**config.mk**
```make
export PLATFORM = sky130hd
export DESIGN_NAME = axi_lite_master
export DESIGN_NICKNAME = d
export VERILOG_FILES = /design/src/axi_pkg.sv /design/src/mem_pkg.sv /design/src/axi_lite_master.sv
export VERILOG_INCLUDE_DIRS = /design/src
export SDC_FILE = /design/constraint.sdc
export NUM_CORES = 1
export LEC_CHECK = 0
export BUFFER_PORTS_ARGS = -buffer_cell sky130_fd_sc_hd__buf_2
export CORE_MARGIN = 4
export CORE_UTILIZATION = 45
export CTS_CLUSTER_SIZE = 28
export DETAILED_ROUTE_END_ITERATION = 12
export GPL_TIMING_DRIVEN = 0
export PLACE_DENSITY = 0.95
export SETUP_SLACK_MARGIN = 0.5
export SLEW_MARGIN = 20
export SYNTH_ARGS = -nofsm -noshare
export SYNTH_HDL_FRONTEND = slang
export SYNTH_SLANG_ARGS = --single-unit
```
**constraint.sdc**
```tcl
create_clock -name clk -period 13.46 [get_ports clk]
set_clock_uncertainty 0.05 [all_clocks]
set_input_delay 1.346 -clock clk [delete_from_list [all_inputs] [get_ports clk]]
set_output_delay 1.346 -clock clk [all_outputs]
set_load 0.005 [all_outputs]
```
**src/mem_settings.svh**
```systemverilog
`ifndef MEM_SETTINGS_SVH
`define MEM_SETTINGS_SVH

// bus widths
`define AXI_ADDR_W 32
`define AXI_DATA_W 32
`define AXI_STRB_W (`AXI_DATA_W / 8)

// sram window, 1 KiB from the base
`define MEM_BASE  32'h8000_0000
`define MEM_WORDS 256
`define MEM_BYTES (`MEM_WORDS * (`AXI_DATA_W / 8))

// command queue
`define CMD_DEPTH 4

// seed of the sram latency lfsr, must be nonzero
`define LFSR_SEED 3'b001

`endif

```
**src/axi_pkg.sv**
```systemverilog
`include "mem_settings.svh"

package axi_pkg;

    // plain bus vectors
    typedef logic [`AXI_ADDR_W-1:0] axi_addr_t;
    typedef logic [`AXI_DATA_W-1:0] axi_data_t;
    typedef logic [`AXI_STRB_W-1:0] axi_strb_t;
    typedef logic [1:0]             axi_resp_t;

    // response codes
    localparam axi_resp_t RESP_OKAY   = 2'b00;
    localparam axi_resp_t RESP_DECERR = 2'b11;  // outside the sram window

    // width of one byte lane
    localparam int BYTE_W = 8;

endpackage

```
**src/mem_pkg.sv**
```systemverilog
`include "mem_settings.svh"

package mem_pkg;

    // word index into the sram array
    typedef logic [$clog2(`MEM_WORDS)-1:0] mem_index_t;

    // delay count and lfsr value
    typedef logic [2:0] lat_t;

    typedef enum logic [1:0] {
        M_IDLE,
        M_READ,
        M_WRITE
    } master_state_e;

    typedef enum logic [1:0] {
        S_IDLE,
        S_READ,
        S_WRITE
    } sram_state_e;

endpackage

```
**src/axi_lite_master.sv**
```systemverilog
`timescale 1ns/100ps

module axi_lite_master
    import axi_pkg::*;
    import mem_pkg::*;
(
    input  logic      clk,
    input  logic      rst_n,
    input  logic      empty,
    input  logic      head_write,
    input  axi_addr_t head_addr,
    input  axi_data_t head_wdata,
    input  axi_strb_t head_wstrb,
    output logic      pop,
    output axi_addr_t araddr,
    output logic      arvalid,
    input  logic      arready,
    input  axi_data_t rdata,
    input  axi_resp_t rresp,
    input  logic      rvalid,
    output logic      rready,
    output axi_addr_t awaddr,
    output logic      awvalid,
    input  logic      awready,
    output axi_data_t wdata,
    output axi_strb_t wstrb,
    output logic      wvalid,
    input  logic      wready,
    input  axi_resp_t bresp,
    input  logic      bvalid,
    output logic      bready,
    output logic      rsp_valid,
    output axi_data_t rsp_rdata,
    output axi_resp_t rsp_resp
);

    master_state_e state;
    axi_addr_t     addr_q;
    axi_data_t     wdata_q;
    axi_strb_t     wstrb_q;
    logic          r_done;
    logic          b_done;

    assign pop    = (state == M_IDLE) && !empty;
    assign rready = (state == M_READ);
    assign bready = (state == M_WRITE);
    assign r_done = rvalid && rready;
    assign b_done = bvalid && bready;

    // one address register serves both AR and AW
    assign araddr = addr_q;
    assign awaddr = addr_q;
    assign wdata  = wdata_q;
    assign wstrb  = wstrb_q;

    always_ff @(posedge clk) begin
        if (!rst_n) begin
            state     <= M_IDLE;
            arvalid   <= 1'b0;
            awvalid   <= 1'b0;
            wvalid    <= 1'b0;
            rsp_valid <= 1'b0;
        end else begin
            rsp_valid <= r_done || b_done;  // pulse the cycle after R/B
            case (state)
                M_IDLE: begin
                    if (!empty && head_write) begin
                        state   <= M_WRITE;
                        awvalid <= 1'b1;
                        wvalid  <= 1'b1;
                    end else if (!empty) begin
                        state   <= M_READ;
                        arvalid <= 1'b1;
                    end
                end
                M_READ: begin
                    if (arready) arvalid <= 1'b0;
                    if (r_done) state <= M_IDLE;
                end
                M_WRITE: begin
                    if (awready) awvalid <= 1'b0;  // aw and w drop on their own
                    if (wready) wvalid <= 1'b0;
                    if (b_done) state <= M_IDLE;
                end
                default: state <= M_IDLE;
            endcase
        end
    end

    always_ff @(posedge clk) begin
        if (pop) begin
            addr_q  <= head_addr;
            wdata_q <= head_wdata;
            wstrb_q <= head_wstrb;
        end
        if (r_done) begin
            rsp_rdata <= rdata;
            rsp_resp  <= rresp;
        end else if (b_done) begin
            rsp_rdata <= '0;
            rsp_resp  <= bresp;
        end
    end

    a_ar_hold: assert property (@(posedge clk) disable iff (!rst_n)
        arvalid && !arready |=> arvalid && $stable(araddr));
    a_aw_stable: assert property (@(posedge clk) disable iff (!rst_n)
        awvalid && !awready |=> awvalid && $stable(awaddr));
    a_w_stable: assert property (@(posedge clk) disable iff (!rst_n)
        wvalid && !wready |=> wvalid && $stable(wdata) && $stable(wstrb));

endmodule

```
==> impl_metrics.yaml <==
floorplan:
  die_h_microns: 100.3
  ioPinCount: 254
  start_util: 0.4644
  fp.dieW_microns: 100.3
  die-area_sq_um: 10060
  core_sq_um: 8258
  rows: 33
hold_path:
  worstHoldPathCells: 2
  min-delay-path-class: "reg2reg"
  worstHoldStart: "wvalid$_SDFFE_PN0P_"
synthesis:
  synth_top_area_cell: "edfxtp_1"
  seq_area_frac_synth: 0.8300
  dominantRegCellSynth: "edfxtp_1"
  yosys.area_share.simple: 0.07830
  synth_edf_count: 102
  synth_cells: 201
  synth_top_area_share: 0.7987
  synth.area.mux_share: 0.005873
  synth_xor_area_frac: 0
  synth-compound-area-share: 0.01305
  synth_fa_ha_area_frac: 0
  yosysMostFrequentCell: "edfxtp_1"
  syn-cell-area_sq_um: 3835
  yosysUniqueCellTypes: 26
  ys_async_sr_fraction: 0
  synth_area_leaders: "edfxtp_1, buf_4, and2_1"
  synth-seq-cells: 108
  synth_common_cells: "edfxtp_1, and2_1, buf_4"
  syn_nets: 314
  synth_top_family_by_area: "simple AND/OR/NAND/NOR gates"
  synth.avg_cell_area_sq_um: 19.08
  synth_warnings: 0
sta:
  slew_headroom: 0.4572
  setup_violations: 0
  max_freq_ghz: 0.2690
  post-route-period-util: 0.2762
  holdWs_ns: 0.4329
  rsz0062_at_grt: "false"
  worst_slack_ns: 9.743
  period_minus_slack_ns: 3.717
  hold_viol: 0
  worst_pin_slew_ns: 0.8098
  report.final.slew_viol_count: 0
  fin_setup_tns_ns: 0
clock_network:
  cts_max_path_buffers: 2
  path_clk_slew_ns: 0.10
  cts_tree: "built"
  cts_made_buffers: 9
  cts_sinks: 108
  root_buffer: "clkbuf_8"
  cts_setup_buffers: 0
  clock_latency_ns: 0.35
  cts_resized: 0
  h-tree-depth: 3
  postCtsHoldBufs: 0
setup_path:
  slowest_stage: "nor3_2"
  critPathBufInv: 2
  cp_common_cell: "buf_2"
  cp_max_fo: 11
  crit_arrival_ns: 2.32
  endpoint_kind: "output pin"
  timing_worst_setup_path_type: "in2out"
  rr_startpoint: "state[1]$_SDFFE_PN0P_"
  required_ns: 12.06
  crit_cells: 3
  reg2reg_depth: 6
  path_delay_family: "simple AND/OR/NAND/NOR gates"
  startpoint_type: "input port"
  cp_cell_sequence: "buf_2, nor3_2, buf_2"
  setup.worst_path.start: "empty"
  max_stage_delay_ns: 0.61
detailed_routing:
  drt_iter0_drc: 49
  wire_per_inst_microns: 17.26
  drcViolationCount: 0
  antenna_left: 0
  viasPerCell: 4.600
  drt_first_pass_iters: 4
  vias: 2677
  postRouteWirelength_mm: 10.04
global_routing:
  grt_pass1_wl_mm: 14.79
  gr-usage-all-layers: 0.1969
  antenna_found_initial: 0
  first_global_vias: 2806
  grt_overflow_total: 0
  grt_max_degree: 35
finish:
  n_antenna_cell: 0
  num-nets-final: 585
  drive_gt1_frac: 0.6604
  fin_area_sq_um: 5517
  fillCellCount: 622
  syn_to_final_growth_pct: 43.85
placed_design:
  place.gp.congestion: 0.7930
  io_buffers: 253
  dp_hpwl_mm: 8.249
  dpl-instance-area_sq_um: 5294
  pre_cts_ws_ns: 9.727
flow_run:
  drv_cap: 0
run_status:
  outcome: "complete, no violations"
power_and_ir_drop:
  p_leak_nw: 2.441
  cellPowerDensity_nw_per_um2: 125.2
  irDropWorstVdd_mv: 0.07652
  total_power_uw: 690.5
## worst register-to-register path, stage by stage (launching register included)
cell     delay, ns
dfxtp_1       0.41
nor3_2        0.71
buf_4         0.34
buf_6         0.16
buf_4         0.20
buf_4         0.20
buf_4         0.20
## per-layer routing
metal	vias to the layer above	global-route usage	routed length, microns
met1	1262	0.1989	3248
met3	15	0.06254	1059
met5	-	0	0
li1	1237	-	-
met4	0	0.07047	220
met2	163	0.3751	5516
## cell type report
type	count	area (sq um)	share of cell area
sequential	108	3183	0.5770
timing repair buffer	260	1323	0.2397
multi-input combinational	53	377.9	0.06850
buffer	37	267.8	0.04854
tap	105	131.4	0.02381
clock buffer	10	127.6	0.02313
clock inverter	6	95.09	0.01724
inverter	3	11.26	0.002041
## where the power goes
part	internal, mW	switching, mW	total, mW
Sequential	0.392	0.00744	0.400
Clock	0.107	0.108	0.215
Combinational	0.0414	0.0345	0.0759
## final timing paths
| check | slack [ns] | endpoint |
|---|---|---|
| max | 9.74 | pop |
| min | 0.43 | wvalid$_SDFFE_PN0P_ |
| max reg2reg | 10.91 | araddr[12]$_DFFE_PP_ |
| min reg2reg | 0.43 | wvalid$_SDFFE_PN0P_ |
## registers in the layout, summed over array words and instances, names as in the netlist
signal,count
arvalid,1
rsp_valid,1
rsp_resp,2
araddr,32
rsp_rdata,32
wdata,32
awvalid,1
state,2
wstrb,4
wvalid,1
## cell families (layout without fill, tap and decap cells)
logic type             count (synthesis)  in the layout
buffers and inverters                 40            316
flip-flops                           108            108
AO/OA/AOI/OAI                          6              6
AND/OR/NAND/NOR                       45             45
multiplexers                           2              2
## placed cells by master (no fill, tap or decap), types with 3 or more instances in the layout
cell	n
buf_2	254
edfxtp_1	102
buf_4	38
and2_1	32
clkbuf_8	9
dfxtp_1	6
clkbuf_1	4
inv_1	3
## metrics by stage
step,util,instances
2_1_floorplan,-,201
3_3_place_gp,0.6336,559
3_5_place_dp,0.6411,566
4_1_cts,0.6680,582
5_1_grt,0.6680,582
6_report,0.6680,582
No activity file was read; power rests on OpenSTA's default activity.
