===== src/mem_settings.svh =====
`ifndef MEM_SETTINGS_SVH
`define MEM_SETTINGS_SVH

// bus widths
`define AXI_ADDR_W 32
`define AXI_DATA_W 32
`define AXI_STRB_W (`AXI_DATA_W / 8)

// sram window, 1 KiB from the base
`define MEM_BASE  32'h8000_0000
`define MEM_WORDS 256
`define MEM_BYTES (`MEM_WORDS * (`AXI_DATA_W / 8))

// command queue
`define CMD_DEPTH 4

// seed of the sram latency lfsr, must be nonzero
`define LFSR_SEED 3'b001

`endif


===== src/axi_pkg.sv =====
`include "mem_settings.svh"

package axi_pkg;

    // plain bus vectors
    typedef logic [`AXI_ADDR_W-1:0] axi_addr_t;
    typedef logic [`AXI_DATA_W-1:0] axi_data_t;
    typedef logic [`AXI_STRB_W-1:0] axi_strb_t;
    typedef logic [1:0]             axi_resp_t;

    // response codes
    localparam axi_resp_t RESP_OKAY   = 2'b00;
    localparam axi_resp_t RESP_DECERR = 2'b11;  // outside the sram window

    // width of one byte lane
    localparam int BYTE_W = 8;

endpackage


===== src/cmd_fifo.sv =====
`timescale 1ns/100ps
`include "mem_settings.svh"

module cmd_fifo
    import axi_pkg::*;
(
    input  logic      clk,
    input  logic      rst_n,
    input  logic      push,
    input  logic      push_write,
    input  axi_addr_t push_addr,
    input  axi_data_t push_wdata,
    input  axi_strb_t push_wstrb,
    input  logic      pop,
    output logic      full,
    output logic      empty,
    output logic      head_write,
    output axi_addr_t head_addr,
    output axi_data_t head_wdata,
    output axi_strb_t head_wstrb
);

    localparam int PTR_W = $clog2(`CMD_DEPTH);
    localparam logic [PTR_W-1:0] LAST  = PTR_W'(`CMD_DEPTH - 1);
    localparam logic [PTR_W:0]   DEPTH = (PTR_W + 1)'(`CMD_DEPTH);

    logic [PTR_W-1:0] wr_ptr;
    logic [PTR_W-1:0] rd_ptr;
    logic [PTR_W:0]   count;
    logic             do_push;
    logic             do_pop;

    logic      write_q [`CMD_DEPTH];
    axi_addr_t addr_q  [`CMD_DEPTH];
    axi_data_t wdata_q [`CMD_DEPTH];
    axi_strb_t wstrb_q [`CMD_DEPTH];

    assign full    = (count == DEPTH);
    assign empty   = (count == '0);
    assign do_push = push && !full;   // strobe while full is lost
    assign do_pop  = pop && !empty;

    always_ff @(posedge clk) begin
        if (!rst_n) begin
            wr_ptr <= '0;
            rd_ptr <= '0;
            count  <= '0;
        end else begin
            if (do_push) wr_ptr <= (wr_ptr == LAST) ? '0 : wr_ptr + 1'b1;
            if (do_pop) rd_ptr <= (rd_ptr == LAST) ? '0 : rd_ptr + 1'b1;
            if (do_push && !do_pop) count <= count + 1'b1;
            else if (do_pop && !do_push) count <= count - 1'b1;
        end
    end

    always_ff @(posedge clk) begin
        if (do_push) begin
            write_q[wr_ptr] <= push_write;
            addr_q[wr_ptr]  <= push_addr;
            wdata_q[wr_ptr] <= push_wdata;
            wstrb_q[wr_ptr] <= push_wstrb;
        end
    end

    assign head_write = write_q[rd_ptr];
    assign head_addr  = addr_q[rd_ptr];
    assign head_wdata = wdata_q[rd_ptr];
    assign head_wstrb = wstrb_q[rd_ptr];

    a_push_full: assert property (@(posedge clk) disable iff (!rst_n) !(push && full))
        else $error("cmd_fifo: command strobed while full, dropped");
    a_pop_empty: assert property (@(posedge clk) disable iff (!rst_n) !(pop && empty))
        else $error("cmd_fifo: pop while empty");

endmodule


===== config.mk =====
export PLATFORM = sky130hd
export DESIGN_NAME = cmd_fifo
export DESIGN_NICKNAME = d
export VERILOG_FILES = /design/src/axi_pkg.sv /design/src/cmd_fifo.sv
export VERILOG_INCLUDE_DIRS = /design/src
export SDC_FILE = /design/constraint.sdc
export NUM_CORES = 1
export LEC_CHECK = 0
export ABC_AREA = 1
export BUFFER_PORTS_ARGS = -buffer_cell sky130_fd_sc_hd__buf_4
export CAP_MARGIN = 20
export CELL_PAD_IN_SITES_DETAIL_PLACEMENT = 0
export CELL_PAD_IN_SITES_GLOBAL_PLACEMENT = 2
export CORE_ASPECT_RATIO = 1.75
export CORE_MARGIN = 2
export CORE_UTILIZATION = 36
export CTS_CLUSTER_DIAMETER = 100
export DETAILED_ROUTE_END_ITERATION = 6
export PLACE_DENSITY_LB_ADDON = 0.1
export SETUP_SLACK_MARGIN = 0.2
export SYNTH_ARGS = -nofsm -noshare
export SYNTH_HDL_FRONTEND = slang
export SYNTH_SLANG_ARGS = --single-unit

===== constraint.sdc =====
create_clock -name clk -period 4.2 [get_ports clk]
set_input_delay 0.63 -clock clk [delete_from_list [all_inputs] [get_ports clk]]
set_output_delay 0.63 -clock clk [all_outputs]
set_load 0.03 [all_outputs]

==> flow_summary.rst <==
.. list-table::
   :header-rows: 1

   * - Metric
     - Value
   * - Filler cell count
     - roughly 2700
   * - Post-Place Cell Area
     - around 12000 um2
   * - Aggregate negative setup slack
     - 0 ns
   * - Leading cell type in the layout, fill and taps excluded
     - sky130_fd_sc_hd__edfxtp_1
   * - Startpoint types
     - flip-flop
   * - Share of the clock period used by the worst path
     - ~74%
   * - Buffers & Inverters on Critical Path
     - 3
   * - Switch share
     - a little over a third
   * - Crit path cell chain
     - inv_4, buf_12, nor2_1, o22ai_1, buf_4
   * - Clock latency reported for the late side of the worst-skew pair
     - 0.54 ns
   * - Number of nets produced by synthesis
     - around 820
   * - Number of maximum-capacitance violations
     - 0
   * - Drt first pass iters
     - 5
   * - Layout cell share with drive strength beyond 1
     - a little over a fifth
   * - Setup WS post-layout
     - 1.077 ns
   * - Timing-limited maximum frequency
     - 320.2 MHz
   * - # DRC
     - 0
   * - Total GRT Usage
     - 15.68%
   * - Worst-path clk slew
     - about 0.060 ns
   * - Gate count of the mapped netlist
     - approximately 740
   * - Height of the chip
     - 232.4 um
   * - Internal Power
     - 5.564 mW
   * - Final weighted congestion in routability-driven placement
     - around 0.7
   * - Power density of the placed cells
     - between 600 and 700 nW/um2
   * - Clock Skew
     - between 0.01 and 0.015 ns
   * - NumNets Final
     - approximately 960
   * - Worst slew margin relative to its limit
     - 44.87%
   * - Seq cells post-synth
     - 285
   * - Chip width
     - ~130 um
   * - Data required time of the critical path
     - between 3 and 4 ns
   * - Relative contribution of combinational cells to total power
     - 34.3%
   * - Number of buffers inserted for hold repair after clock tree synthesis
     - 0
   * - CP endpoint kind
     - output port
   * - Dominant cell type by area after synthesis
     - sky130_fd_sc_hd__edfxtp_1
   * - Total grt overflow
     - 0
   * - Number of I/O port buffers
     - 143
   * - Post-route cell area
     - about 13000 um2
   * - Critical Setup Path Class
     - flip-flop to output port
   * - Setup violators final
     - 0
   * - Distinct cell type count after synthesis
     - 22
   * - Drt total wl
     - 24700 um
   * - Post-cts sizing count
     - 0
   * - Post-detailed-route count of antenna-violating nets
     - 0
   * - Total setup buffers inserted after CTS
     - 0
   * - Final Hold Fails
     - 0
   * - Routed vias/inst
     - 5.027
   * - CTS tree
     - done
   * - Pin count of the biggest net entering global routing
     - between 70 and 80
   * - Cell family with the largest share of critical-path delay
     - buffers and inverters
   * - Clock tree root buffer cell
     - sky130_fd_sc_hd__clkbuf_16
   * - Initial antenna violation count
     - 1
   * - Vias in the first global route
     - 6589
   * - Post-synthesis area per instance
     - roughly 15 um2
   * - Hold/Removal Path Class
     - primary input to flip-flop
   * - Sw power
     - between 3 and 4 mW
   * - Initial cell density of the core
     - 36.53%
   * - Detailed Place HPWL
     - about 13000 um
   * - Longest individual stage delay on the worst path
     - between 0.5 and 0.6 ns
   * - Dpl ws
     - roughly 1.5 ns
   * - Final critical-path required period
     - ~3.1 ns
   * - Synthesized cell area
     - 10740 um2
   * - Top cells by area, synth
     - sky130_fd_sc_hd__edfxtp_1 77%, sky130_fd_sc_hd__nor2_1 5.4%, sky130_fd_sc_hd__o21ai_0 4.1%
   * - Area overhead of the layout relative to synthesis
     - 20.37%
   * - Global-route wire length before repair
     - 37360 um
   * - Count of synthesis-stage warnings from yosys
     - 0
   * - Top cell type's share of synthesized area
     - approximately 77%
   * - Register area share after synthesis
     - between 70% and 80%
   * - Detailed router's first-iteration violation count
     - between 300 and 400
   * - Final core occ
     - a little over two fifths
   * - RSZ-0062 raised after global routing
     - no
   * - FFs w/ async S/R, synth
     - 0%
   * - H-tree depth
     - 1
   * - Largest fanout on the critical path
     - 76
   * - Cell row count
     - 83
   * - Most frequently used flop master after synthesis
     - sky130_fd_sc_hd__edfxtp_1
   * - Clock sink count
     - 285
   * - Detailed-route via count
     - roughly 6400
   * - Fraction of power consumed by sequential logic
     - 41.0%
   * - Status
     - finished, final reports clean
   * - Core Area
     - 29390 um2
   * - Clock Power Share
     - ~25%
   * - Total Die Area
     - about 31000 um2
   * - Static leakage
     - 4.493 nW
   * - Clock Tree Buf Depth
     - 3
   * - Worst VDD drop
     - approximately 0.38 mV
   * - I/O pin count
     - around 140
   * - CP Data Arrival Time
     - between 2 and 2.5 ns
   * - Routed length per instance
     - slightly below 20 um
   * - Crit-path slowest cell
     - sky130_fd_sc_hd__inv_4
   * - Number of enable-type register cells in the synthesized netlist
     - roughly 280
   * - Num CTS Buffers
     - 27
   * - Slew @ Worst Pin
     - just over 0.8 ns
   * - Commonest non-fill, non-tap cells in the layout
     - 276 x sky130_fd_sc_hd__edfxtp_1, 151 x sky130_fd_sc_hd__nor2_1, 146 x sky130_fd_sc_hd__buf_4
   * - Final max-slew violation count
     - 0
layout make-up:
type,instances,area [um2],share of cell area [%]
flip-flops and latches,285,8473,65.57
multi-input cells,391,1924,14.89
repair buffers,152,1216,9.411
clock buffers,32,694.4,5.374
well taps,382,478.0,3.699
inverters,19,73.82,0.5713
clock inverters,14,60.06,0.4648
diodes,1,2.502,0.01936
per-stage QoR:
step	instances	total power, mW	hold WS, ns
after floorplan	739	5.568	0.4801
after global placement	1229	6.647	0.4919
after detailed placement	1229	6.685	0.5076
after CTS	1275	8.842	0.2631
after global routing	1276	9.138	0.2741
final	1276	8.693	0.2904
routing by layer:
metal,vias up,global-route usage [%],share of wire (%),routed length [um]
li1,3033,-,-,-
met1,3189,18.37,39,9660
met2,156,28.25,53,13030
met3,36,3.007,5.4,1329
met4,0,5.888,2.7,677
met5,-,0,0,0
state kept, by name (all words and copies together) (netlist names), named ones only:
signal and flops:
addr_q 128, wdata_q 128, wstrb_q 16, write_q 4
count 3, rd_ptr 2, wr_ptr 2
cell usage after synthesis, types with 2 or more instances:
library cell	instances
sky130_fd_sc_hd__edfxtp_1	276
sky130_fd_sc_hd__nor2_1	155
sky130_fd_sc_hd__o21ai_0	88
sky130_fd_sc_hd__o22ai_1	69
sky130_fd_sc_hd__o21ai_1	52
sky130_fd_sc_hd__inv_1	17
sky130_fd_sc_hd__nand2_1	15
sky130_fd_sc_hd__clkbuf_1	14
sky130_fd_sc_hd__buf_6	11
sky130_fd_sc_hd__dfxtp_1	9
sky130_fd_sc_hd__buf_2	8
sky130_fd_sc_hd__buf_4	7
sky130_fd_sc_hd__ha_1	6
sky130_fd_sc_hd__clkbuf_2	3
sky130_fd_sc_hd__a21oi_1	2
final timing paths:
check                        startpoint                       to  slack, ns  cells past startpoint
setup / recovery              flip-flop            head_addr[25]       1.08                      5
hold / removal            push_addr[30]  addr_q[2][30]$_DFFE_PP_       0.29                      1
setup reg to reg  count[1]$_SDFFE_PN0P_  addr_q[2][13]$_DFFE_PP_       1.99                      5
hold reg to reg   count[0]$_SDFFE_PN0P_    count[0]$_SDFFE_PN0P_       0.52                      2
cells by family (layout without fill, tap and decap cells):
group | after synthesis | after routing | share of synthesized area (%)
flip-flops | 285 | 285 | 78.88
buffers and inverters | 63 | 217 | 3.473
AND/OR/NAND/NOR | 173 | 173 | 6.119
other | 0 | 1 | 0
adder cells (fa/ha/maj) | 7 | 7 | 0.8858
AO/OA/AOI/OAI | 211 | 211 | 10.64
power groups by stage:
stage / Clock (mW) / Sequential [mW] / Combinational, mW
2_1_floorplan: 0 / 3.62 / 1.95
3_3_place_gp: 0 / 3.62 / 3.03
3_5_place_dp: 0 / 3.63 / 3.06
4_1_cts: 2.21 / 3.57 / 3.06
5_1_grt: 2.30 / 3.59 / 3.25
6_report: 2.14 / 3.56 / 2.98
(Power assumes the default switching activity.)
